<file path="config.mk">
export PLATFORM = sky130hd
export DESIGN_NAME = sdram_row_tracker
export DESIGN_NICKNAME = d
export VERILOG_FILES = /design/src/design/sdram_pkg.sv /design/src/design/sdram_row_tracker.sv
export SDC_FILE = /design/constraint.sdc
export NUM_CORES = 1
export LEC_CHECK = 0
export BUFFER_PORTS_ARGS = -buffer_cell sky130_fd_sc_hd__buf_2
export CAP_MARGIN = 10
export CORE_ASPECT_RATIO = 2
export CORE_UTILIZATION = 62
export CTS_BUF_LIST = sky130_fd_sc_hd__clkbuf_4 sky130_fd_sc_hd__clkbuf_8 sky130_fd_sc_hd__clkbuf_16
export DETAILED_ROUTE_END_ITERATION = 8
export PLACE_DENSITY = 0.83
export SETUP_SLACK_MARGIN = 0.02
export SKIP_LAST_GASP = 1
export SYNTH_ARGS = -nofsm -noshare
export SYNTH_HDL_FRONTEND = slang
export SYNTH_SLANG_ARGS = --single-unit
</file>
<file path="constraint.sdc">
create_clock -name sd_clk -period 6.1 [get_ports sd_clk]
set_input_delay 0.915 -clock sd_clk [delete_from_list [all_inputs] [get_ports sd_clk]]
set_output_delay 0.915 -clock sd_clk [all_outputs]
set_load 0.005 [all_outputs]
</file>
<file path="src/design/sdram_pkg.sv">
// ~~~~~~~~~~~~~~~~~~~~~~~~~~~~~~~~~~~~~~~~~~~~~~~~~~~~~~~~~~~~
// shared definitions for the sdram controller
// command encodings and sdram timing constants
// mode register word and init timing
// bus request, pin bundle and row state types
// ~~~~~~~~~~~~~~~~~~~~~~~~~~~~~~~~~~~~~~~~~~~~~~~~~~~~~~~~~~~~
package sdram_pkg;

	// bit order is {cs_n, ras_n, cas_n, we_n}
	typedef enum logic [3:0] {
		LOAD_MODE    = 4'b0000,
		AUTO_REFRESH = 4'b0001,
		PRECHARGE    = 4'b0010,
		ACTIVE       = 4'b0011,
		WRITE        = 4'b0100,
		READ         = 4'b0101,
		NOP          = 4'b0111,
		INHIBIT      = 4'b1111
	} sd_cmd_e;

	localparam int RASCAS_DELAY    = 2;	// tRCD
	localparam int PRECHARGE_DELAY = 2;	// tRP
	localparam int CAS_LATENCY     = 2;
	localparam int RFC_DELAY       = 7;	// auto refresh to next command

	localparam logic [2:0] BURST_LENGTH_CODE  = 3'b011;	// 8 beats, sequential
	localparam logic       WRITE_BURST_SINGLE = 1'b1;	// writes hit one location

	// reserved, write burst mode, op mode, cas latency, burst type, length
	localparam logic [12:0] MODE_WORD = {3'b000, WRITE_BURST_SINGLE, 2'b00,
		3'(CAS_LATENCY), 1'b0, BURST_LENGTH_CODE};

	localparam int INIT_WAIT      = 64;	// short power-up wait for simulation
	localparam int MRS_GAP        = 16;	// cycles between init steps
	localparam int REFRESH_PERIOD = 390;

	// address split over the 24-bit word address
	// bank 22..21, row 20..9, column {23, 8..2, half}, tag 23..4
	localparam int ROW_W  = 12;
	localparam int COL_W  = 9;
	localparam int BANK_W = 2;
	localparam int TAG_W  = 20;

	typedef struct packed {
		logic [23:0] adr;
		logic [31:0] wdata;
		logic [3:0]  sel;
		logic        we;
		logic        burst;	// wrapping 4-word read
	} bus_req_t;

	typedef struct packed {
		sd_cmd_e           cmd;
		logic [BANK_W-1:0] ba;
		logic [12:0]       addr;
		logic [1:0]        dqm;
	} sd_pins_t;

	typedef enum logic [1:0] {
		ROW_CLOSED = 2'd0,
		ROW_HIT    = 2'd1,
		ROW_MISS   = 2'd2
	} row_state_e;

endpackage

</file>
<file path="src/design/sdram_row_tracker.sv">
// ~~~~~~~~~~~~~~~~~~~~~~~~~~~~~~~~~~~~~~~~~~~~~~~~~~~~~~~~~~~~
// open row table, one entry per bank
// classifies a request as closed, hit or miss
// ~~~~~~~~~~~~~~~~~~~~~~~~~~~~~~~~~~~~~~~~~~~~~~~~~~~~~~~~~~~~
module sdram_row_tracker import sdram_pkg::*; (
	input  logic              sd_clk,
	input  logic              reset,
	input  logic [BANK_W-1:0] bank,
	input  logic [ROW_W-1:0]  row,
	input  logic              open_en,
	input  logic              close_all,
	output row_state_e        row_state
);

	logic [ROW_W-1:0]       open_row [2**BANK_W];
	logic [2**BANK_W-1:0]   bank_open;

	always_comb begin
		if (!bank_open[bank])
			row_state = ROW_CLOSED;
		else if (open_row[bank] == row)
			row_state = ROW_HIT;
		else
			row_state = ROW_MISS;	// needs precharge first
	end

	always_ff @(posedge sd_clk) begin
		if (reset)
			bank_open <= '0;
		else if (close_all)
			bank_open <= '0;	// precharge-all before refresh
		else if (open_en)
			bank_open[bank] <= 1'b1;
	end

	// row of the last activate per bank
	always_ff @(posedge sd_clk) begin
		if (open_en)
			open_row[bank] <= row;
	end

	a_open_vs_close: assert property (@(posedge sd_clk) disable iff (reset)
		!(open_en && close_all));

endmodule

</file>
==> metrics <==
reported leakage power=slightly below 0.8 nW; pin count of the biggest net entering global routing=18; largest buffer count on any clock path=2; total power per unit cell area=between 200 and 300 nW/um2; die width=43.3 um; final-report setup violation count=0; growth of design area from synthesis to finish=8.56%; number of buffers created by CTS=5; Core Util, Final=0.712; Buffers on Ports=19; via count of the routed design=between 1,000 and 1,500; final clock skew=0 ps; highest fanout seen on the critical path=17; Antenna Nets Post-Route=0; kind of end point of the critical path=output pin; Total Die Area=3670 um2; Total Neg Setup Slack=0 ps; ant diodes=0; die boundary height=84.7 um; combined area of the multi-input logic cells=about 560 um2; crit path launch type=input port; number of cells produced by synthesis=slightly below 100; cell breakdown of the critical path=buf_2 > mux4_1 > xnor2_1 > nand4_1 > o31a_1 > buf_2; total number of H-tree levels=2; Max-cap violations=0; result of the run=finished, violations left; start point of the worst min-delay path=bank_open[2]; number of optimization iterations in the first detailed-route pass=6; proportion of layout cells with a drive suffix above 1=0.279; routed length per placed instance=around 21 um; violations in the final reports=design-rule violations; max-slew violation count=0; number of antenna violations at the first check in global routing=0; warnings from Yosys=0; Synth area leaders=sky130_fd_sc_hd__edfxtp_1, sky130_fd_sc_hd__mux4_1, sky130_fd_sc_hd__mux4_2; post-synthesis sequential element count=52; worst slew margin relative to its limit=0.249; wire length of the first global-routing pass=approximately 5100 um; Initial Util=0.656; Setup Buffers After CTS=0; Num Clock Sinks=52; cts-stage hold buffer count=0; most instantiated library cell after synthesis=sky130_fd_sc_hd__edfxtp_1; Final Cycle Share=0.589; CP startpoint=bank[0]; path category of the worst min-delay check=reg2reg; data arrival time of the worst path=2680 ps; routability-driven placement congestion ratio=roughly 0.7; Least-Margin Pin Slew=around 1100 ps; aggregate global routing overflow=0; Post-synth EDFFs=48; final WL=3270 um; number of placement rows=29; initial detailed-routing violation count=29; Largest delay share family, worst path=multiplexers; via count normalized by instance count=around 6.6; critical path buffer and inverter count=2; Resized cells post-CTS=0; cell area after synthesis=2120 um2; CORE AREA=roughly 3200 um2; NumNets Final=between 100 and 150; sequential cell area in the final layout=roughly 1500 um2; global-route usage over all layers=0.207; count of cell types in the netlist=18; minimum clock period after layout=about 3600 ps; slowest library cell on the worst path=sky130_fd_sc_hd__mux4_1; cell taking the most area after synthesis=sky130_fd_sc_hd__edfxtp_1; detailed placer's ending HPWL=between 2000 and 2500 um; setup repair after global routing missed its margin=false; number of top-level design ports=20; worst stage delay on the critical path=between 600 and 700 ps; average cell area after synthesis=around 21 um2; WS Path Type=in2out; final hold violation count=0; clock edge transition at the registers on the reported setup and hold paths=roughly 80 ps; number of DRC violations after detailed routing=5; CTS tree=yes; maximum achievable frequency=about 280 MHz; largest voltage drop on the vdd net=around 0.00031 V; flip-flop cell with the highest count after synthesis=sky130_fd_sc_hd__edfxtp_1; number of global-route vias before repair=about 1,000; Root Buffer Master=sky130_fd_sc_hd__clkbuf_8; async set-reset flop share out of synthesis=0; top cell types by occurrence after synthesis=sky130_fd_sc_hd__edfxtp_1, sky130_fd_sc_hd__xnor2_1, sky130_fd_sc_hd__mux4_1, sky130_fd_sc_hd__mux4_2; Clock Latency Late Sink=about 290 ps; most frequent cell on the critical path=sky130_fd_sc_hd__buf_2; Yosys top cell area share=0.680; required time of the worst setup path=~5200 ps; fraction of the yosys area taken by sequential cells=0.718; Fillers=between 200 and 250; startpoint of the worst-slack reg-to-reg timing path=bank_open[0]; syn_nets=~120
==> cells in the final DEF, fill, tap and decap left out <==
| cell type | Yosys | routed |
|---|---|---|
| sky130_fd_sc_hd__and3_2 | 1 | 1 |
| sky130_fd_sc_hd__and3b_2 | 1 | 1 |
| sky130_fd_sc_hd__and4_1 | 4 | 4 |
| sky130_fd_sc_hd__buf_2 | 1 | 19 |
| sky130_fd_sc_hd__clkbuf_8 | 0 | 5 |
| sky130_fd_sc_hd__clkinv_1 | 0 | 1 |
| sky130_fd_sc_hd__clkinv_2 | 0 | 2 |
| sky130_fd_sc_hd__dfxtp_1 | 4 | 4 |
| sky130_fd_sc_hd__edfxtp_1 | 48 | 48 |
| sky130_fd_sc_hd__mux4_1 | 8 | 8 |
| sky130_fd_sc_hd__mux4_2 | 5 | 5 |
| sky130_fd_sc_hd__nand2_1 | 1 | 1 |
| sky130_fd_sc_hd__nand4_1 | 3 | 3 |
| sky130_fd_sc_hd__nor2_1 | 2 | 2 |
| sky130_fd_sc_hd__nor3b_2 | 0 | 1 |
| sky130_fd_sc_hd__o21a_1 | 4 | 4 |
| sky130_fd_sc_hd__o31a_1 | 1 | 1 |
| sky130_fd_sc_hd__xnor2_1 | 12 | 12 |
==> per-stage QoR <==
step	power, mW	instances	cell area [um2]	setup WS (ps)	hold WS (ps)
2_1_floorplan	0.455	99	2120	2930	432
3_3_place_gp	0.470	145	2220	2500	440
3_5_place_dp	0.473	145	2220	2490	463
4_1_cts	0.648	153	2300	2480	482
5_1_grt	0.666	153	2300	2370	509
6_report	0.641	153	2300	2510	479
==> cell type report <==
cell class                 instances  share of cell area
clock buffer                       5              0.0299
clock inverter                     3             0.00598
multi-input combinational         43               0.244
sequential                        52               0.662
tap                               31              0.0169
timing repair buffer              19              0.0413
==> registers in the layout, indices dropped and copies added (netlist names) <==
signal,flops
bank_open,4
open_row,48
==> layer usage <==
metal  GRT usage  routed length [um]  up-vias
li1            -                   -      458
met1       0.249                1230      521
met2       0.335                1900       23
met3      0.0581                 117        2
met4       0.102                  26        0
met5           0                   0        -
==> cell families (layout without fill, tap and decap cells) <==
logic type,count (synthesis),in the layout,synth area share
muxes,13,13,0.152
AOI/OAI and AO/OA,5,5,0.0183
xor gates and xnor gates,12,12,0.0496
DFF,52,52,0.718
and+or+nand+nor,13,13,0.0425
buffers and inverters,4,27,0.0189
==> where the power goes <==
part	switching [mW]	internal [mW]
clock network	0.0989	0.0779
registers	0.00399	0.407
logic	0.0278	0.0257
==> worst paths after layout <==
kind,cells past startpoint,endpoint,slack [ps]
max,6,row_state[1],2510
min,1,bank_open[2],480
max reg2reg,1,bank_open[0],5490
min reg2reg,1,bank_open[2],480
No activity file was read; power rests on OpenSTA's default activity.
