<file path="config.mk">
export PLATFORM = sky130hd
export DESIGN_NAME = sdram_line_buffer
export DESIGN_NICKNAME = d
export VERILOG_FILES = /design/src/design/sdram_pkg.sv /design/src/design/sdram_line_buffer.sv
export SDC_FILE = /design/constraint.sdc
export NUM_CORES = 1
export LEC_CHECK = 0
export BUFFER_PORTS_ARGS = -buffer_cell sky130_fd_sc_hd__buf_2
export CAP_MARGIN = 5
export CORE_MARGIN = 1
export CORE_UTILIZATION = 39
export CTS_CLUSTER_SIZE = 14
export DETAILED_ROUTE_END_ITERATION = 6
export PLACE_DENSITY = 0.63
export SYNTH_ARGS = -nofsm -noshare
export SYNTH_HDL_FRONTEND = slang
export SYNTH_SLANG_ARGS = --single-unit
</file>
<file path="constraint.sdc">
create_clock -name sd_clk -period 4 [get_ports sd_clk]
set_input_delay 0.4 -clock sd_clk [delete_from_list [all_inputs] [get_ports sd_clk]]
set_output_delay 0.4 -clock sd_clk [all_outputs]
set_load 0.02 [all_outputs]
</file>
<file path="src/design/sdram_pkg.sv">
// ~~~~~~~~~~~~~~~~~~~~~~~~~~~~~~~~~~~~~~~~~~~~~~~~~~~~~~~~~~~~
// shared definitions for the sdram controller
// command encodings and sdram timing constants
// mode register word and init timing
// bus request, pin bundle and row state types
// ~~~~~~~~~~~~~~~~~~~~~~~~~~~~~~~~~~~~~~~~~~~~~~~~~~~~~~~~~~~~
package sdram_pkg;

	// bit order is {cs_n, ras_n, cas_n, we_n}
	typedef enum logic [3:0] {
		LOAD_MODE    = 4'b0000,
		AUTO_REFRESH = 4'b0001,
		PRECHARGE    = 4'b0010,
		ACTIVE       = 4'b0011,
		WRITE        = 4'b0100,
		READ         = 4'b0101,
		NOP          = 4'b0111,
		INHIBIT      = 4'b1111
	} sd_cmd_e;

	localparam int RASCAS_DELAY    = 2;	// tRCD
	localparam int PRECHARGE_DELAY = 2;	// tRP
	localparam int CAS_LATENCY     = 2;
	localparam int RFC_DELAY       = 7;	// auto refresh to next command

	localparam logic [2:0] BURST_LENGTH_CODE  = 3'b011;	// 8 beats, sequential
	localparam logic       WRITE_BURST_SINGLE = 1'b1;	// writes hit one location

	// reserved, write burst mode, op mode, cas latency, burst type, length
	localparam logic [12:0] MODE_WORD = {3'b000, WRITE_BURST_SINGLE, 2'b00,
		3'(CAS_LATENCY), 1'b0, BURST_LENGTH_CODE};

	localparam int INIT_WAIT      = 64;	// short power-up wait for simulation
	localparam int MRS_GAP        = 16;	// cycles between init steps
	localparam int REFRESH_PERIOD = 390;

	// address split over the 24-bit word address
	// bank 22..21, row 20..9, column {23, 8..2, half}, tag 23..4
	localparam int ROW_W  = 12;
	localparam int COL_W  = 9;
	localparam int BANK_W = 2;
	localparam int TAG_W  = 20;

	typedef struct packed {
		logic [23:0] adr;
		logic [31:0] wdata;
		logic [3:0]  sel;
		logic        we;
		logic        burst;	// wrapping 4-word read
	} bus_req_t;

	typedef struct packed {
		sd_cmd_e           cmd;
		logic [BANK_W-1:0] ba;
		logic [12:0]       addr;
		logic [1:0]        dqm;
	} sd_pins_t;

	typedef enum logic [1:0] {
		ROW_CLOSED = 2'd0,
		ROW_HIT    = 2'd1,
		ROW_MISS   = 2'd2
	} row_state_e;

endpackage

</file>
<file path="src/design/sdram_line_buffer.sv">
// ~~~~~~~~~~~~~~~~~~~~~~~~~~~~~~~~~~~~~~~~~~~~~~~~~~~~~~~~~~~~
// 4-word read line buffer
// filled from sd_dq one half-word per beat
// tag compare for hits, single or wrapping burst output
// ~~~~~~~~~~~~~~~~~~~~~~~~~~~~~~~~~~~~~~~~~~~~~~~~~~~~~~~~~~~~
module sdram_line_buffer import sdram_pkg::*; (
	input  logic             sd_clk,
	input  logic             reset,
	input  logic [15:0]      dq_in,
	input  logic             fill_en,
	input  logic [2:0]       fill_beat,
	input  logic [TAG_W-1:0] fill_tag,
	input  logic             invalidate,
	input  logic [23:0]      adr,
	input  logic             burst,
	input  logic             done,
	output logic             line_hit,
	output logic [31:0]      rdata,
	output logic             ack
);

	logic [15:0]      store [8];	// beat n holds half-word n of the line
	logic [TAG_W-1:0] tag;
	logic             valid;
	logic [1:0]       word_idx;	// next word of a burst
	logic [1:0]       words_left;

	function automatic logic [31:0] word_at(input logic [1:0] w);
		return {store[{w, 1'b1}], store[{w, 1'b0}]};
	endfunction

	assign line_hit = valid && (tag == adr[23:4]);

	always_ff @(posedge sd_clk) begin
		if (fill_en)
			store[fill_beat] <= dq_in;
		if (fill_en && fill_beat == 3'd7)
			tag <= fill_tag;
	end

	always_ff @(posedge sd_clk) begin
		if (reset || invalidate)
			valid <= 1'b0;
		else if (fill_en && fill_beat == 3'd7)
			valid <= 1'b1;	// last beat in
	end

	always_ff @(posedge sd_clk) begin
		if (reset) begin
			ack        <= 1'b0;
			word_idx   <= '0;
			words_left <= '0;
		end else if (done) begin
			ack        <= 1'b1;
			rdata      <= word_at(adr[3:2]);	// requested word first
			word_idx   <= adr[3:2] + 2'd1;
			words_left <= burst ? 2'd3 : 2'd0;
		end else if (words_left != 2'd0) begin
			ack        <= 1'b1;	// no gap inside a burst
			rdata      <= word_at(word_idx);
			word_idx   <= word_idx + 2'd1;	// wraps within the line
			words_left <= words_left - 2'd1;
		end else begin
			ack <= 1'b0;
		end
	end

	a_no_fill_in_burst: assert property (@(posedge sd_clk) disable iff (reset)
		!(fill_en && words_left != 2'd0));

endmodule

</file>
==> results.json <==
{
  "cts_resized": 0,
  "rsz0062_at_grt": "false",
  "multiInputGateArea_sq_mm": 0.00247,
  "crit_path_end_kind": "output port",
  "postSynthCellCount": 437,
  "numCtsBuffers": 17,
  "clkLatencyLatePin_ns": 0.43,
  "crit_arrival_ns": 1.87,
  "layout_common_cells": "edfxtp_1, nand2_1, buf_2",
  "timing.rr.start": "words_left[0]",
  "initial_core_util": 0.401,
  "setup_tns_ns": 0,
  "portBuffers": 100,
  "worstPathMaxFanout": 1,
  "wl_per_cell_microns": 19.5,
  "dpl.hpwl_microns": 9570,
  "r2r_slack_ns": 1.99,
  "holdCritStartpoint": "invalidate",
  "fin_hold_ws_ns": 0.138,
  "hold_path_end": "valid",
  "drtAntennaViolNets": 0,
  "synthToLayoutAreaGrowth_pct": 16.7,
  "drtIter0Drc": 301,
  "cts_max_level": 4,
  "synthDistinctLibCells": 25,
  "regArea_sq_mm": 0.00557,
  "syn_nets": 507,
  "fin_skew_ns": 0.0108,
  "drive_gt1_frac": 0.274,
  "grt_pass1_vias": 4508,
  "die_h_microns": 147,
  "worst_pin_slew_ns": 1.11,
  "finalSetupViolations": 0,
  "relSlewSlack": 0.260,
  "die_w_microns": 147,
  "layout_min_cycle_time_ns": 2.27,
  "final_common_cell": "edfxtp_1",
  "core_area_sq_mm": 0.0204,
  "maxCapViolCount": 0,
  "critPathLaunchType": "register",
  "outcome": "finished, final reports clean",
  "reg2reg_to": "rdata[30]",
  "power.leakage_uw": 0.00349,
  "io_pins": 103,
  "synth.area.top_cells": "edfxtp_1, mux4_1, nand2_1, dfxtp_1, mux4_2",
  "wl_microns": 16100,
  "root_buffer": "clkbuf_16",
  "die_area_sq_mm": 0.0216,
  "grt_pass1_wl_microns": 24900,
  "path_class": "reg -> out",
  "pwr_density_cell_mw_per_mm2": 459,
  "yosys_register_bits": 188,
  "yosysWarnings": 0,
  "num_vias": 4198,
  "hold_viol": 0,
  "clk_pin_slew_ns": 0.07,
  "crit_required_ns": 3.60,
  "hp-class": "in -> reg",
  "cts_tree": "yes",
  "grt-ovfl-total": 0,
  "nNetsFinal": 612,
  "grt_max_degree": 39,
  "seq_area_frac_synth": 0.680,
  "clock_sinks": 188,
  "ir_drop_uv": 279,
  "grt_usage": 0.159,
  "drtPass1Iterations": 4,
  "slew_violations": 0,
  "clock_path_buffers": 2,
  "syn_area_per_cell_sq_um": 18.7,
  "yosysTopAreaCell": "edfxtp_1",
  "antenna_found_initial": 1,
  "nFillCells": 1736,
  "rows": 52,
  "postCtsHoldBufs": 0,
  "fin_crit_sh": 0.567,
  "reg2regPathDepth": 4,
  "utilization": 0.467,
  "drc": 0,
  "synth_top_area_share": 0.660,
  "gp_congestion": 0.681,
  "post_synth_instance_area_sq_mm": 0.00818,
  "avgViaCountPerCell": 5.09,
  "timing.fmax_mhz": 441,
  "post_cts_buffers": 0,
  "diodes": 0,
  "whs_path_depth": 2
}
[flip-flops by register name (all words and copies together) (netlist names), named ones only]
signal / count
valid: 1
words_left: 2
word_idx: 2
ack: 1
rdata: 32
tag: 20
store: 128
[report_power, final]
group	total, uW	internal (uW)	switching [uW]
clock network	1680	936	742
registers	2300	2260	40.6
logic	405	186	219
total	4380	3380	1000
[metrics by stage]
step                setup slack (ns)  instance area [sq um]  power, uW  instances
CTS                             1.69                   9550       4430        825
floorplan                       1.15                   8180       2610        437
finish                          1.73                   9550       4380        825
detailed placement              1.58                   8960       2760        793
global route                    1.64                   9550       4530        825
global placement                1.62                   8960       2740        793
[kinds of logic (layout without fill, tap and decap cells)]
kind of cell / count (synthesis) / after routing / share of synthesized area
multiplexers: 65 / 65 / 0.204
adder cells (fa/ha/maj): 1 / 1 / 0.00153
AO/OA/AOI/OAI: 6 / 6 / 0.00428
AND/OR/NAND/NOR: 126 / 126 / 0.0615
flip-flops: 188 / 188 / 0.680
buffers and inverters: 27 / 145 / 0.0229
XOR/XNOR: 24 / 24 / 0.0257
[cell type report]
class	instances	area share
Timing Repair Buffer	110	0.0603
Multi-Input combinational cell	222	0.258
Sequential cell	188	0.583
Clock buffer	18	0.0449
Clock inverter	14	0.0168
Inverter	3	0.00118
Tap cell	270	0.0354
[worst max-delay path by stage]
stage / from / to / slack (ns)
after floorplan: done / rdata[0] / 1.15
after global placement: done / rdata[22] / 1.62
after detailed placement: done / rdata[13] / 1.58
after CTS: tag[19] / line_hit / 1.69
after global routing: tag[14] / line_hit / 1.64
final: tag[19] / line_hit / 1.73
[routing by layer]
layer	up-vias	GRT usage	wire length, microns
li1	1976	-	-
met1	2097	0.180	6350
met2	108	0.288	8860
met3	17	0.0370	695
met4	0	0.0641	213
met5	-	0	0
[worst max-delay path, cell delays in order, from the launching register on]
cell and delay, ns:
edfxtp_1 0.39, xor2_1 0.15, nor4_1 0.31, nand4_1 0.15, nor4_1 0.22, buf_2 0.21
[Yosys cell counts]
| library cell | n |
|---|---|
| inv_1 | 3 |
| nand3_1 | 1 |
| buf_2 | 13 |
| xnor2_1 | 14 |
| nor2b_1 | 1 |
| clkbuf_1 | 2 |
| dfxtp_1 | 8 |
| edfxtp_1 | 180 |
| clkbuf_8 | 1 |
| nor4_1 | 3 |
| a211oi_1 | 1 |
| o21ai_0 | 1 |
| nand2b_1 | 3 |
| mux2_2 | 1 |
| nor3_1 | 3 |
| nand4_1 | 3 |
| a21boi_0 | 1 |
| buf_6 | 8 |
| xor2_1 | 10 |
| nor2_1 | 11 |
| mux4_2 | 6 |
| nand2_1 | 101 |
| ha_1 | 1 |
| mux4_1 | 58 |
| a21oi_1 | 3 |
(Power assumes the default switching activity.)
