===== src/design/sdram_pkg.sv =====
// ~~~~~~~~~~~~~~~~~~~~~~~~~~~~~~~~~~~~~~~~~~~~~~~~~~~~~~~~~~~~
// shared definitions for the sdram controller
// command encodings and sdram timing constants
// mode register word and init timing
// bus request, pin bundle and row state types
// ~~~~~~~~~~~~~~~~~~~~~~~~~~~~~~~~~~~~~~~~~~~~~~~~~~~~~~~~~~~~
package sdram_pkg;

	// bit order is {cs_n, ras_n, cas_n, we_n}
	typedef enum logic [3:0] {
		LOAD_MODE    = 4'b0000,
		AUTO_REFRESH = 4'b0001,
		PRECHARGE    = 4'b0010,
		ACTIVE       = 4'b0011,
		WRITE        = 4'b0100,
		READ         = 4'b0101,
		NOP          = 4'b0111,
		INHIBIT      = 4'b1111
	} sd_cmd_e;

	localparam int RASCAS_DELAY    = 2;	// tRCD
	localparam int PRECHARGE_DELAY = 2;	// tRP
	localparam int CAS_LATENCY     = 2;
	localparam int RFC_DELAY       = 7;	// auto refresh to next command

	localparam logic [2:0] BURST_LENGTH_CODE  = 3'b011;	// 8 beats, sequential
	localparam logic       WRITE_BURST_SINGLE = 1'b1;	// writes hit one location

	// reserved, write burst mode, op mode, cas latency, burst type, length
	localparam logic [12:0] MODE_WORD = {3'b000, WRITE_BURST_SINGLE, 2'b00,
		3'(CAS_LATENCY), 1'b0, BURST_LENGTH_CODE};

	localparam int INIT_WAIT      = 64;	// short power-up wait for simulation
	localparam int MRS_GAP        = 16;	// cycles between init steps
	localparam int REFRESH_PERIOD = 390;

	// address split over the 24-bit word address
	// bank 22..21, row 20..9, column {23, 8..2, half}, tag 23..4
	localparam int ROW_W  = 12;
	localparam int COL_W  = 9;
	localparam int BANK_W = 2;
	localparam int TAG_W  = 20;

	typedef struct packed {
		logic [23:0] adr;
		logic [31:0] wdata;
		logic [3:0]  sel;
		logic        we;
		logic        burst;	// wrapping 4-word read
	} bus_req_t;

	typedef struct packed {
		sd_cmd_e           cmd;
		logic [BANK_W-1:0] ba;
		logic [12:0]       addr;
		logic [1:0]        dqm;
	} sd_pins_t;

	typedef enum logic [1:0] {
		ROW_CLOSED = 2'd0,
		ROW_HIT    = 2'd1,
		ROW_MISS   = 2'd2
	} row_state_e;

endpackage


===== src/design/sdram_refresh_timer.sv =====
// ~~~~~~~~~~~~~~~~~~~~~~~~~~~~~~~~~~~~~~~~~~~~~~~~~~~~~~~~~~~~
// auto refresh interval counter
// request held until the sequencer acknowledges
// ~~~~~~~~~~~~~~~~~~~~~~~~~~~~~~~~~~~~~~~~~~~~~~~~~~~~~~~~~~~~
module sdram_refresh_timer import sdram_pkg::*; (
	input  logic sd_clk,
	input  logic reset,
	input  logic enable,	// controller ready
	input  logic refresh_ack,
	output logic refresh_req
);

	logic [$clog2(REFRESH_PERIOD)-1:0] count;

	always_ff @(posedge sd_clk) begin
		if (reset) begin
			count       <= '0;
			refresh_req <= 1'b0;
		end else if (refresh_ack) begin
			count       <= '0;	// interval restarts at the refresh
			refresh_req <= 1'b0;
		end else if (enable && !refresh_req) begin
			if (count == REFRESH_PERIOD - 1)
				refresh_req <= 1'b1;	// counter parks here until ack
			else
				count <= count + 1'b1;
		end
	end

	// sequencer only acknowledges a pending request
	a_ack_needs_req: assert property (@(posedge sd_clk) disable iff (reset)
		refresh_ack |-> refresh_req);

endmodule


===== config.mk =====
export PLATFORM = sky130hd
export DESIGN_NAME = sdram_refresh_timer
export DESIGN_NICKNAME = d
export VERILOG_FILES = /design/src/design/sdram_pkg.sv /design/src/design/sdram_refresh_timer.sv
export SDC_FILE = /design/constraint.sdc
export NUM_CORES = 1
export LEC_CHECK = 0
export BUFFER_PORTS_ARGS = -buffer_cell sky130_fd_sc_hd__buf_2
export CAP_MARGIN = 25
export CELL_PAD_IN_SITES_DETAIL_PLACEMENT = 1
export CELL_PAD_IN_SITES_GLOBAL_PLACEMENT = 2
export CORE_MARGIN = 3
export CORE_UTILIZATION = 36
export CTS_BUF_LIST = sky130_fd_sc_hd__clkbuf_2 sky130_fd_sc_hd__clkbuf_4 sky130_fd_sc_hd__clkbuf_8
export CTS_CLUSTER_SIZE = 10
export DETAILED_ROUTE_END_ITERATION = 16
export PLACE_DENSITY = 0.78
export SLEW_MARGIN = 20
export SYNTH_ARGS = -nofsm -noshare
export SYNTH_HDL_FRONTEND = slang
export SYNTH_SLANG_ARGS = --single-unit

===== constraint.sdc =====
create_clock -name sd_clk -period 1.9 [get_ports sd_clk]
set_input_delay 0.38 -clock sd_clk [delete_from_list [all_inputs] [get_ports sd_clk]]
set_output_delay 0.38 -clock sd_clk [all_outputs]
set_load 0.005 [all_outputs]

==> results of run 1 <==
[cells by family after synthesis]
| family | share of synthesized area (%) |
|---|---|
| AOI/OAI and AO/OA | 21.1 |
| adders and majority gates | 4.68 |
| and+or+nand+nor | 28.1 |
| buffers and inverters | 4.92 |
| muxes | 3.75 |
| DFF | 37.5 |
[placed cells by master (no fill, tap or decap), types with 2 or more instances in the layout]
cell type / count
nand3_1: 2
nand2_1: 6
dfxtp_1: 10
inv_1: 3
clkbuf_4: 3
or4_1: 4
mux2i_1: 2
o31ai_1: 4
nand3b_1: 2
or3_1: 2
buf_2: 4
nor2_1: 2
ha_1: 2
a211oi_1: 2
o21a_1: 2
a31oi_1: 2
a21oi_1: 5
[cell usage after synthesis, drive strengths merged, types with 2 or more instances]
cell type	n	share of area, %
dfxtp	10	37
nand2	6	4.2
a21oi	5	4.7
o31ai	4	5.6
or4	4	5.6
inv	3	2.1
a211oi	2	2.8
a31oi	2	2.3
buf	2	2.8
ha	2	4.7
mux2i	2	3.7
nand3	2	1.9
nand3b	2	2.8
nor2	2	1.4
o21a	2	2.8
or3	2	2.3
[worst max path at each step]
stage,slack (ns),depth (start not counted),end,startpoint
2_1_floorplan,0.52,5,count[1],count[1]
3_3_place_gp,0.32,4,count[6],enable
3_5_place_dp,0.33,4,count[8],enable
4_1_cts,0.39,3,count[8],refresh_req
5_1_grt,0.24,3,count[7],refresh_req
6_report,0.39,3,count[8],refresh_req
[state kept, by name, indices dropped and copies added, names as in the netlist]
register     count
refresh_req      1
count            9
[critical path, cell delays in order (launching register included)]
cell and delay (ns):
dfxtp_1 0.35, nand3b_1 0.36, or4_1 0.59, a21oi_1 0.15
[per-layer routing]
metal	GRT usage (%)	share of wire, %
met5	0	0
met2	17.5	40
met1	18.6	55
met4	9.04	2.3
met3	4.88	2.9
[area by class of cell]
class | count | share of cell area [%]
well taps | 15 | 3.23
clock buffers | 3 | 3.88
multi-input cells | 45 | 53.0
flip-flops and latches | 10 | 34.5
inverters | 3 | 1.94
repair buffers | 4 | 3.45
[power by group]
group          leakage [nW]  switching, mW  internal, mW  total [mW]
sequential           0.0808        0.00250         0.212       0.214
clock                0.0138         0.0708        0.0731       0.144
combinational         0.103         0.0113       0.00896      0.0203
==> impl_metrics.csv, run 1 <==
group,metric,value,unit
status,run_status,"finished, final reports clean",
cells_and_area,insertedDiodeCount,0,
timing,tightest_slew,0.447,ns
timing,finalHoldViolations,0,
worst_setup_path,r2r_slack,0.39,ns
synth,synth-main-ff-cell,"dfxtp_1",
power_and_ir_drop,ir_worst_vdd,0.246,mV
die,initial_utilization,39.6,%
timing,fin_crit,1.51,ns
worst_setup_path,crit_required,2.10,ns
worst_setup_path,arrival,1.71,ns
die,core-area,0.00135,mm²
routing,drc,0,
clock_network,ctsHoldBuffers,0,
clock_network,clk_latency,0.26,ns
worst_setup_path,crit_path_max_fanout,11,
worst_setup_path,critPathKind,"flop to flop",
synth,synth-seq-cells,10,
worst_hold_path,holdPathEnd,"count[0]",
cells_and_area,finalNonFillerCells,80,
synth,syn_area,534,µm²
die,dieWidth,44.5,µm
timing,max_freq,662,MHz
synth,ys_seq_area_share,37.5,%
clock_network,cts_tree,"built",
die,die_area,0.00198,mm²
worst_hold_path,hold_start,"reset",
timing,slew_viol_final,0,
global_routing,grt_pass1_vias,405,
clock_network,clk_pin_slew,0.06,ns
synth,syn-num-nets,66,
routing,dr.pass1.iters,3,
cells_and_area,register_area,200,µm²
global_routing,grtUsageTotal,13.6,%
cells_and_area,utilization,43.0,%
flow_run,maxCapViolCount,0,
power_and_ir_drop,leakage,0.197,nW
clock_network,cts_resized,0,
synth,synthArstFlopShare,0,%
clock_network,cts_max_path_buffers,2,
timing,setup_viol,0,
die,pin_count,5,
clock_network,htreeDepth,1,
placed_design,dpl.hpwl,851,µm
routing,via_per_inst,5.79,
cells_and_area,fin_nets,73,
worst_hold_path,min_path_cells,3,
global_routing,grt-ovfl-total,0,
synth,syn_inst,60,
timing,finalSetupTns,0,ns
placed_design,dp_slack,0.332,ns
cells_and_area,areaGrowthSynthToFinish,8.67,%
timing,min_period_over_period,79.6,%
worst_setup_path,r2r_start,"refresh_req",
timing,hold-worst-slack,0.407,ns
worst_setup_path,r2r-end,"count[8]",
cells_and_area,drive_gt1_share,16.9,%
routing,drt-initial-drc-count,7,
clock_network,cts_root_buf,"clkbuf_4",
global_routing,grt_pass1_wl,1.87,mm
clock_network,cts_setup_buffers,0,
worst_hold_path,hp-class,"input pin to flop",
cells_and_area,n_fill_cell,167,
cells_and_area,fin_area,581,µm²
power_and_ir_drop,p_per_area,652,mW/mm²
routing,antenna_left,0,
synth,synth-edff-count,0,
worst_setup_path,reg2reg_depth,3,
global_routing,grt_max_degree,12,
routing,vias,463,
placed_design,dp_cells,77,
placed_design,port_buffers,4,
placed_design,place.gp.congestion,0.662,
power_and_ir_drop,finalPower,0.378,mW
cells_and_area,multi_input_area,308,µm²
timing,clock_skew,0.00280,ns
die,die_h,44.5,µm
timing,max-slew-margin-rel,70.1,%
timing,finalWorstSetupSlack,0.388,ns
worst_setup_path,worst_setup_path_end_kind,"flop",
placed_design,placed_area,558,µm²
clock_network,cts_sinks,10,
die,core.rowCount,13,
synth,syn_area_per_cell,8.90,µm²
synth,yosysWarningCount,0,
routing,finalWirelength,1.11,mm
routing,avgRoutedWirePerCell,13.8,µm
global_routing,antenna_found_initial,0,
clock_network,cts_buffers,3,
worst_setup_path,cp-start-kind,"flop",
synth,synth_cell_types,25,
timing,rsz0062_at_grt,"no",
Note: power is estimated with default switching activity, not from simulation.
==> run 2: changes to the inputs <==
--- a/config.mk
+++ b/config.mk
@@ -5,16 +5,17 @@
 export SDC_FILE = /design/constraint.sdc
 export NUM_CORES = 1
 export LEC_CHECK = 0
+export ABC_AREA = 1
 export BUFFER_PORTS_ARGS = -buffer_cell sky130_fd_sc_hd__buf_2
 export CAP_MARGIN = 25
 export CELL_PAD_IN_SITES_DETAIL_PLACEMENT = 1
 export CELL_PAD_IN_SITES_GLOBAL_PLACEMENT = 2
 export CORE_MARGIN = 3
-export CORE_UTILIZATION = 36
+export CORE_UTILIZATION = 29
 export CTS_BUF_LIST = sky130_fd_sc_hd__clkbuf_2 sky130_fd_sc_hd__clkbuf_4 sky130_fd_sc_hd__clkbuf_8
 export CTS_CLUSTER_SIZE = 10
 export DETAILED_ROUTE_END_ITERATION = 16
-export PLACE_DENSITY = 0.78
+export PLACE_DENSITY = 0.74
 export SLEW_MARGIN = 20
 export SYNTH_ARGS = -nofsm -noshare
 export SYNTH_HDL_FRONTEND = slang
==> constraint.sdc (replaced) <==
create_clock -name sd_clk -period 1.2 [get_ports sd_clk]
set_input_delay 0.24 -clock sd_clk [delete_from_list [all_inputs] [get_ports sd_clk]]
set_output_delay 0.24 -clock sd_clk [all_outputs]
set_load 0.005 [all_outputs]
==> run 2 against run 1 <==
Against the previous run: the flow now finishes with violations (negative setup slack); clock-buffer cell count unchanged; clock skew down 0.0022 ns; power up 63%; sequential cell count unchanged; sequential share of layout area down 7.9 points; synthesized cell count up 53%; highest routed layer unchanged.
==> impl_metrics.csv, run 2 <==
group,metric,value,unit
cells_and_area,final_common_cell,"nand2_1",
placed_design,placed_area,707,µm²
synth,synth-seq-cells,10,
synth,synth-edff-count,0,
worst_setup_path,critPathKind,"flop to flop",
timing,fin_crit,1.21,ns
clock_network,cts_sinks,10,
worst_setup_path,reg2reg_depth,9,
synth,yosys-top-cells-count,"nand2_1, nor2_1, dfxtp_1, inv_1, nand3_1",
cells_and_area,fin_area,790,µm²
synth,yosysTopAreaCell,"dfxtp_1",
routing,avgRoutedWirePerCell,11.1,µm
worst_hold_path,min_path_cells,4,
routing,dr_wl_met3,25,µm
cells_and_area,fin_nets,113,
routing,vias,594,
flow_run,maxCapViolCount,0,
cells_and_area,utilization,42.5,%
timing,setup_viol,1,
timing,max-slew-margin-rel,83.8,%
die,core-area,0.00186,mm²
routing,antenna_left,0,
clock_network,cts_root_buf,"clkbuf_4",
worst_setup_path,arrival,1.36,ns
routing,top_layer_used,"met4",
global_routing,grt_max_degree,9,
synth,yosysWarningCount,0,
worst_setup_path,cp_slowest_cell,"dfxtp_4",
cells_and_area,n_fill_cell,244,
clock_network,cts_buffers,3,
worst_setup_path,crit_path_max_fanout,8,
die,initial_utilization,32.9,%
global_routing,grt_pass1_wl,2.66,mm
cells_and_area,largest_reg_flops,9,
power_and_ir_drop,leakage,0.335,nW
timing,max_freq,824,MHz
worst_setup_path,crit_family,"simple AND/OR/NAND/NOR gates",
global_routing,grt_pass1_vias,641,
status,violations,"negative setup slack",
synth,synthMostInstantiatedCell,"nand2_1",
routing,routed-wl-met2,658,µm
timing,finalWorstSetupSlack,-0.0135,ns
worst_setup_path,r2r_slack,-0.01,ns
placed_design,place.gp.congestion,0.729,
routing,via_per_inst,4.57,
synth,synthArstFlopShare,0,%
worst_setup_path,cp_num_buf_inv,1,
synth,synth-main-ff-cell,"dfxtp_1",
global_routing,grt-ovfl-total,0,
synth,synth_top_area_share,32.8,%
cells_and_area,drive_gt1_share,34.3,%
global_routing,grtUsageTotal,13.8,%
clock_network,clk_pin_slew,0.06,ns
cells_and_area,insertedDiodeCount,0,
die,die_h,51.9,µm
worst_setup_path,worst_setup_path_end_kind,"flop",
cells_and_area,top_regs,"count x9, refresh_req x1",
worst_setup_path,crit_required,1.35,ns
clock_network,cts_tree,"built",
synth,syn_area_per_cell,6.64,µm²
timing,clock_skew,0.000599,ns
worst_hold_path,hp-class,"input pin to flop",
synth,synth.area.top_cells,"dfxtp_1, nand2_1, nor2_1, nand3_1, inv_1",
clock_network,cts_max_path_buffers,2,
die,core.rowCount,15,
cells_and_area,final_cell_mix,"nand2_1, nor2_1, inv_1",
placed_design,port_buffers,4,
timing,tightest_slew,0.243,ns
worst_setup_path,slowest_delay,0.36,ns
clock_network,htreeDepth,1,
clock_network,clk_latency,0.26,ns
power_and_ir_drop,finalPower,0.618,mW
timing,finalHoldViolations,0,
routing,wl_met1,719,µm
placed_design,dpl.hpwl,1.21,mm
die,die_area,0.00269,mm²
routing,finalWirelength,1.44,mm
synth,ys_seq_area_share,32.8,%
clock_network,ctsHoldBuffers,0,
worst_setup_path,cp-start-kind,"flop",
clock_network,cts_setup_buffers,0,
worst_setup_path,r2r_start,"count[1]",
cells_and_area,areaGrowthSynthToFinish,29.3,%
synth,synth_cell_types,18,
worst_hold_path,hold_start,"reset",
status,run_status,"complete, but fails checks",
synth,syn_inst,92,
die,pin_count,5,
worst_setup_path,r2r-end,"count[6]",
routing,drc,0,
timing,slew_viol_final,0,
worst_setup_path,crit_chain,"inv_4, ha_4, nand2_4, nor2_4, nand2_4, nand3_2, nand2_1, nand2_1, nor2_1",
die,dieWidth,51.9,µm
routing,drt-initial-drc-count,5,
synth,syn-num-nets,98,
synth,syn_area,611,µm²
power_and_ir_drop,p_per_area,782,mW/mm²
power_and_ir_drop,ir_worst_vdd,0.496,mV
routing,dr.pass1.iters,3,
cells_and_area,top_register,"count",
global_routing,antenna_found_initial,0,
worst_hold_path,holdPathEnd,"count[7]",
timing,min_period_over_period,101,%
timing,rsz0062_at_grt,"yes",
==> run 2: cell count changes in the layout (fill, tap and decap cells not counted), moves of 3 or more <==
cell / change
dfxtp_1: -4
inv_1: +5
buf_4: +6
or4_1: -4
nand2_4: +3
o31ai_1: -4
nor2_1: +9
nor2_2: +3
nand3_1: +4
nand2_1: +23
==> run 2: worst max path at each step <==
stage / from / endpoint / slack, ns / depth (start not counted)
6_report: count[1] / count[6] / -0.01 / 9
5_1_grt: count[0] / count[8] / -0.12 / 7
4_1_cts: count[0] / count[6] / -0.009 / 6
3_5_place_dp: count[1] / count[1] / -0.14 / 8
3_3_place_gp: count[1] / count[1] / -0.10 / 8
2_1_floorplan: count[1] / count[0] / 0.04 / 8
==> run 2: final cells by class <==
class | count | area [µm²] | share of cell area (%)
clock buffers | 3 | 22.5 | 2.85
inverters | 12 | 61.3 | 7.77
multi-input cells | 70 | 399 | 50.6
flip-flops and latches | 10 | 210 | 26.6
well taps | 25 | 31.3 | 3.96
repair buffers | 10 | 65.1 | 8.24
==> run 2: kinds of logic after synthesis <==
| logic type | after synthesis | synth area share (%) |
|---|---|---|
| AO/OA/AOI/OAI | 7 | 6.97 |
| XOR/XNOR | 1 | 1.43 |
| adder cells (fa/ha/maj) | 2 | 4.10 |
| buffers and inverters | 12 | 9.63 |
| flip-flops | 10 | 32.8 |
| AND/OR/NAND/NOR | 60 | 45.1 |
==> run 2: worst min-delay path, delay by kind of cell <==
kind / cells / cell delay, ns
and+or+nand+nor: 3 / 0.16
buffers and inverters: 1 / 0.07
==> run 2: layer usage <==
metal  vias to the layer above  track usage [%]
met5                         -                0
met4                         0             9.17
met3                         4             2.58
met2                         4             22.2
met1                       273             16.6
li1                        313                -
==> run 2: per-stage QoR <==
stage / worst slack [ns] / instances / hold WS [ns] / TNS, ns
finish: -0.0135 / 130 / 0.252 / -0.0135
global placement: -0.104 / 127 / 0.462 / -0.333
floorplan: 0.0406 / 92 / 0.400 / 0
global route: -0.118 / 130 / 0.257 / -0.700
detailed placement: -0.136 / 127 / 0.471 / -0.528
CTS: -0.00894 / 130 / 0.253 / -0.00894
==> run 2: repair_timing <==
item / in CTS / in global routing
resized for setup: 11 / 8
pin swaps: 4 / 1
cloned: 0 / 0
setup endpoints to repair: 8 / 9
==> run 2: power breakdown <==
group          total (mW)  internal, mW  switching, mW
Combinational      0.0540        0.0266         0.0274
Clock               0.226         0.116          0.110
Sequential          0.338         0.333        0.00502
Total               0.618         0.475          0.143
==> run 3: changes to the inputs <==
--- a/config.mk
+++ b/config.mk
@@ -11,12 +11,11 @@
 export CELL_PAD_IN_SITES_DETAIL_PLACEMENT = 1
 export CELL_PAD_IN_SITES_GLOBAL_PLACEMENT = 2
 export CORE_MARGIN = 3
-export CORE_UTILIZATION = 29
+export CORE_UTILIZATION = 35
 export CTS_BUF_LIST = sky130_fd_sc_hd__clkbuf_2 sky130_fd_sc_hd__clkbuf_4 sky130_fd_sc_hd__clkbuf_8
 export CTS_CLUSTER_SIZE = 10
 export DETAILED_ROUTE_END_ITERATION = 16
-export PLACE_DENSITY = 0.74
-export SLEW_MARGIN = 20
+export PLACE_DENSITY = 0.83
 export SYNTH_ARGS = -nofsm -noshare
 export SYNTH_HDL_FRONTEND = slang
 export SYNTH_SLANG_ARGS = --single-unit
==> constraint.sdc (replaced) <==
create_clock -name sd_clk -period 1.4 [get_ports sd_clk]
set_input_delay 0.28 -clock sd_clk [delete_from_list [all_inputs] [get_ports sd_clk]]
set_output_delay 0.28 -clock sd_clk [all_outputs]
set_load 0.005 [all_outputs]
==> run 3 against run 2 <==
Against the previous run: the run now ends clean; wire length shrank 1.5%; clock skew grew 0.0030 ns; largest cell class unchanged; sequential power down 14%; cell area is 11% lower.
==> impl_metrics.csv, run 3 (synthesized netlist as in run 2, its figures left out) <==
group,metric,value,unit
routing,via_per_inst,4.79,
routing,avgRoutedWirePerCell,12.2,µm
worst_setup_path,arrival,1.49,ns
worst_setup_path,cp-start-kind,"flop",
cells_and_area,fin_nets,108,
power_and_ir_drop,seqPwrFrac,48.5,%
flow_run,maxCapViolCount,0,
timing,slew_viol_final,0,
clock_network,cts_sinks,10,
timing,max_freq,787,MHz
status,run_status,"finished, final reports clean",
power_and_ir_drop,p_per_area,848,mW/mm²
placed_design,dp_cells,113,
die,core-area,0.00158,mm²
cells_and_area,n_fill_cell,226,
global_routing,grt_pass1_vias,520,
cells_and_area,drive_gt1_share,20.8,%
clock_network,clk_pin_slew,0.07,ns
placed_design,place.gp.congestion,0.752,
die,die_h,47.8,µm
power_and_ir_drop,intPower,0.464,mW
timing,fin_crit,1.27,ns
cells_and_area,fin_area,706,µm²
timing,clock_skew,0.00359,ns
global_routing,grt-ovfl-total,0,
placed_design,dpl.hpwl,1.12,mm
timing,setup_viol,0,
power_and_ir_drop,leakage,0.299,nW
power_and_ir_drop,ir_worst_vdd,0.451,mV
timing,finalSetupTns,0,ns
clock_network,cts_max_path_buffers,2,
routing,finalWirelength,1.42,mm
clock_network,cts_buffers,3,
worst_setup_path,worst_setup_path_end_kind,"flop",
power_and_ir_drop,power_switching,0.134,mW
global_routing,grtUsageTotal,15.2,%
power_and_ir_drop,clock_power_share,44.8,%
cells_and_area,top_regs,"count x9, refresh_req x1",
clock_network,cts_root_buf,"clkbuf_4",
clock_network,htreeDepth,1,
power_and_ir_drop,p_comb_share,6.7,%
die,initial_utilization,38.7,%
cells_and_area,top_register,"count",
cells_and_area,areaGrowthSynthToFinish,15.6,%
global_routing,grt_max_degree,9,
placed_design,placed_area,658,µm²
placed_design,port_buffers,4,
power_and_ir_drop,switching_share,22.5,%
timing,finalHoldViolations,0,
routing,dr.pass1.iters,2,
worst_setup_path,crit_required,1.62,ns
routing,antenna_left,0,
clock_network,clk_latency,0.28,ns
die,pin_count,5,
timing,rsz0062_at_grt,"no",
timing,tightest_slew,0.269,ns
die,dieWidth,47.8,µm
cells_and_area,finalNonFillerCells,117,
worst_setup_path,critPathKind,"flop to flop",
timing,max-slew-margin-rel,82.0,%
timing,min_period_over_period,90.8,%
cells_and_area,largest_reg_flops,9,
cells_and_area,final_cell_mix,"nand2_1, nor2_1, inv_1, dfxtp_1, nand3_1",
global_routing,grt_pass1_wl,2.35,mm
routing,vias,560,
cells_and_area,insertedDiodeCount,0,
worst_setup_path,crit_path_max_fanout,8,
die,die_area,0.00228,mm²
routing,drc,0,
clock_network,cts_tree,"built",
cells_and_area,final_common_cell,"nand2_1",
worst_hold_path,hp-class,"input pin to flop",
die,core.rowCount,14,
global_routing,antenna_found_initial,0,
clock_network,cts_setup_buffers,0,
routing,drt-initial-drc-count,4,
power_and_ir_drop,finalPower,0.598,mW
==> run 3: cell types whose count changed in the layout (fill, tap and decap cells not counted), sizes merged <==
cell / before / now
clkbuf: 3 / 4
buf: 10 / 5
==> run 3: final timing paths <==
kind,start,end,slack [ns],cells after the start
min reg2reg,refresh_req,refresh_req,0.47,2
max reg2reg,count[1],count[8],0.13,8
min,enable,refresh_req,0.29,3
max,count[1],count[8],0.13,8
==> run 3: final cells by class <==
cell class / instances / area (µm²) / area share (%)
timing repair buffer: 5 / 27.5 / 3.90
clock buffer: 4 / 36.3 / 5.14
tap: 16 / 20.0 / 2.84
multi-input combinational: 70 / 362 / 51.2
sequential: 10 / 201 / 28.5
inverter: 12 / 58.8 / 8.33
==> run 3: power groups by stage <==
stage | sequential, mW | clock [mW] | combinational (mW)
2_1_floorplan | 0.296 | 0 | 0.0262
3_3_place_gp | 0.296 | 0 | 0.0388
3_5_place_dp | 0.297 | 0 | 0.0390
4_1_cts | 0.290 | 0.281 | 0.0393
5_1_grt | 0.291 | 0.294 | 0.0450
6_report | 0.290 | 0.268 | 0.0399
==> run 3: critical path: stages, from the launching register on <==
cell and delay (ns):
dfxtp_1 0.34, inv_1 0.06, ha_1 0.14, nand2_1 0.08
nor2_4 0.19, nand2_4 0.12, nand2_4 0.08, nand2_1 0.07
a21oi_2 0.13
==> run 3: metrics by stage <==
step	setup WS, ns	hold slack, ns	util (%)
finish	0.129	0.289	44.8
detailed placement	0.0861	0.462	41.7
floorplan	0.241	0.440	-
CTS	0.0869	0.275	44.0
global placement	0.128	0.459	41.7
global route	0.00463	0.291	44.8
==> run 3: routing by layer <==
layer	wire length (µm)	up-vias	GRT usage, %
met5	0	-	0
met4	16	0	3.23
met3	64	2	6.77
met2	642	8	22.2
met1	699	247	20.5
li1	-	303	-
==> run 3: repair_timing <==
action	in CTS	in global routing
hold buffers	0	0
endpoints found under the setup margin	0	5
gates resized for setup	0	3
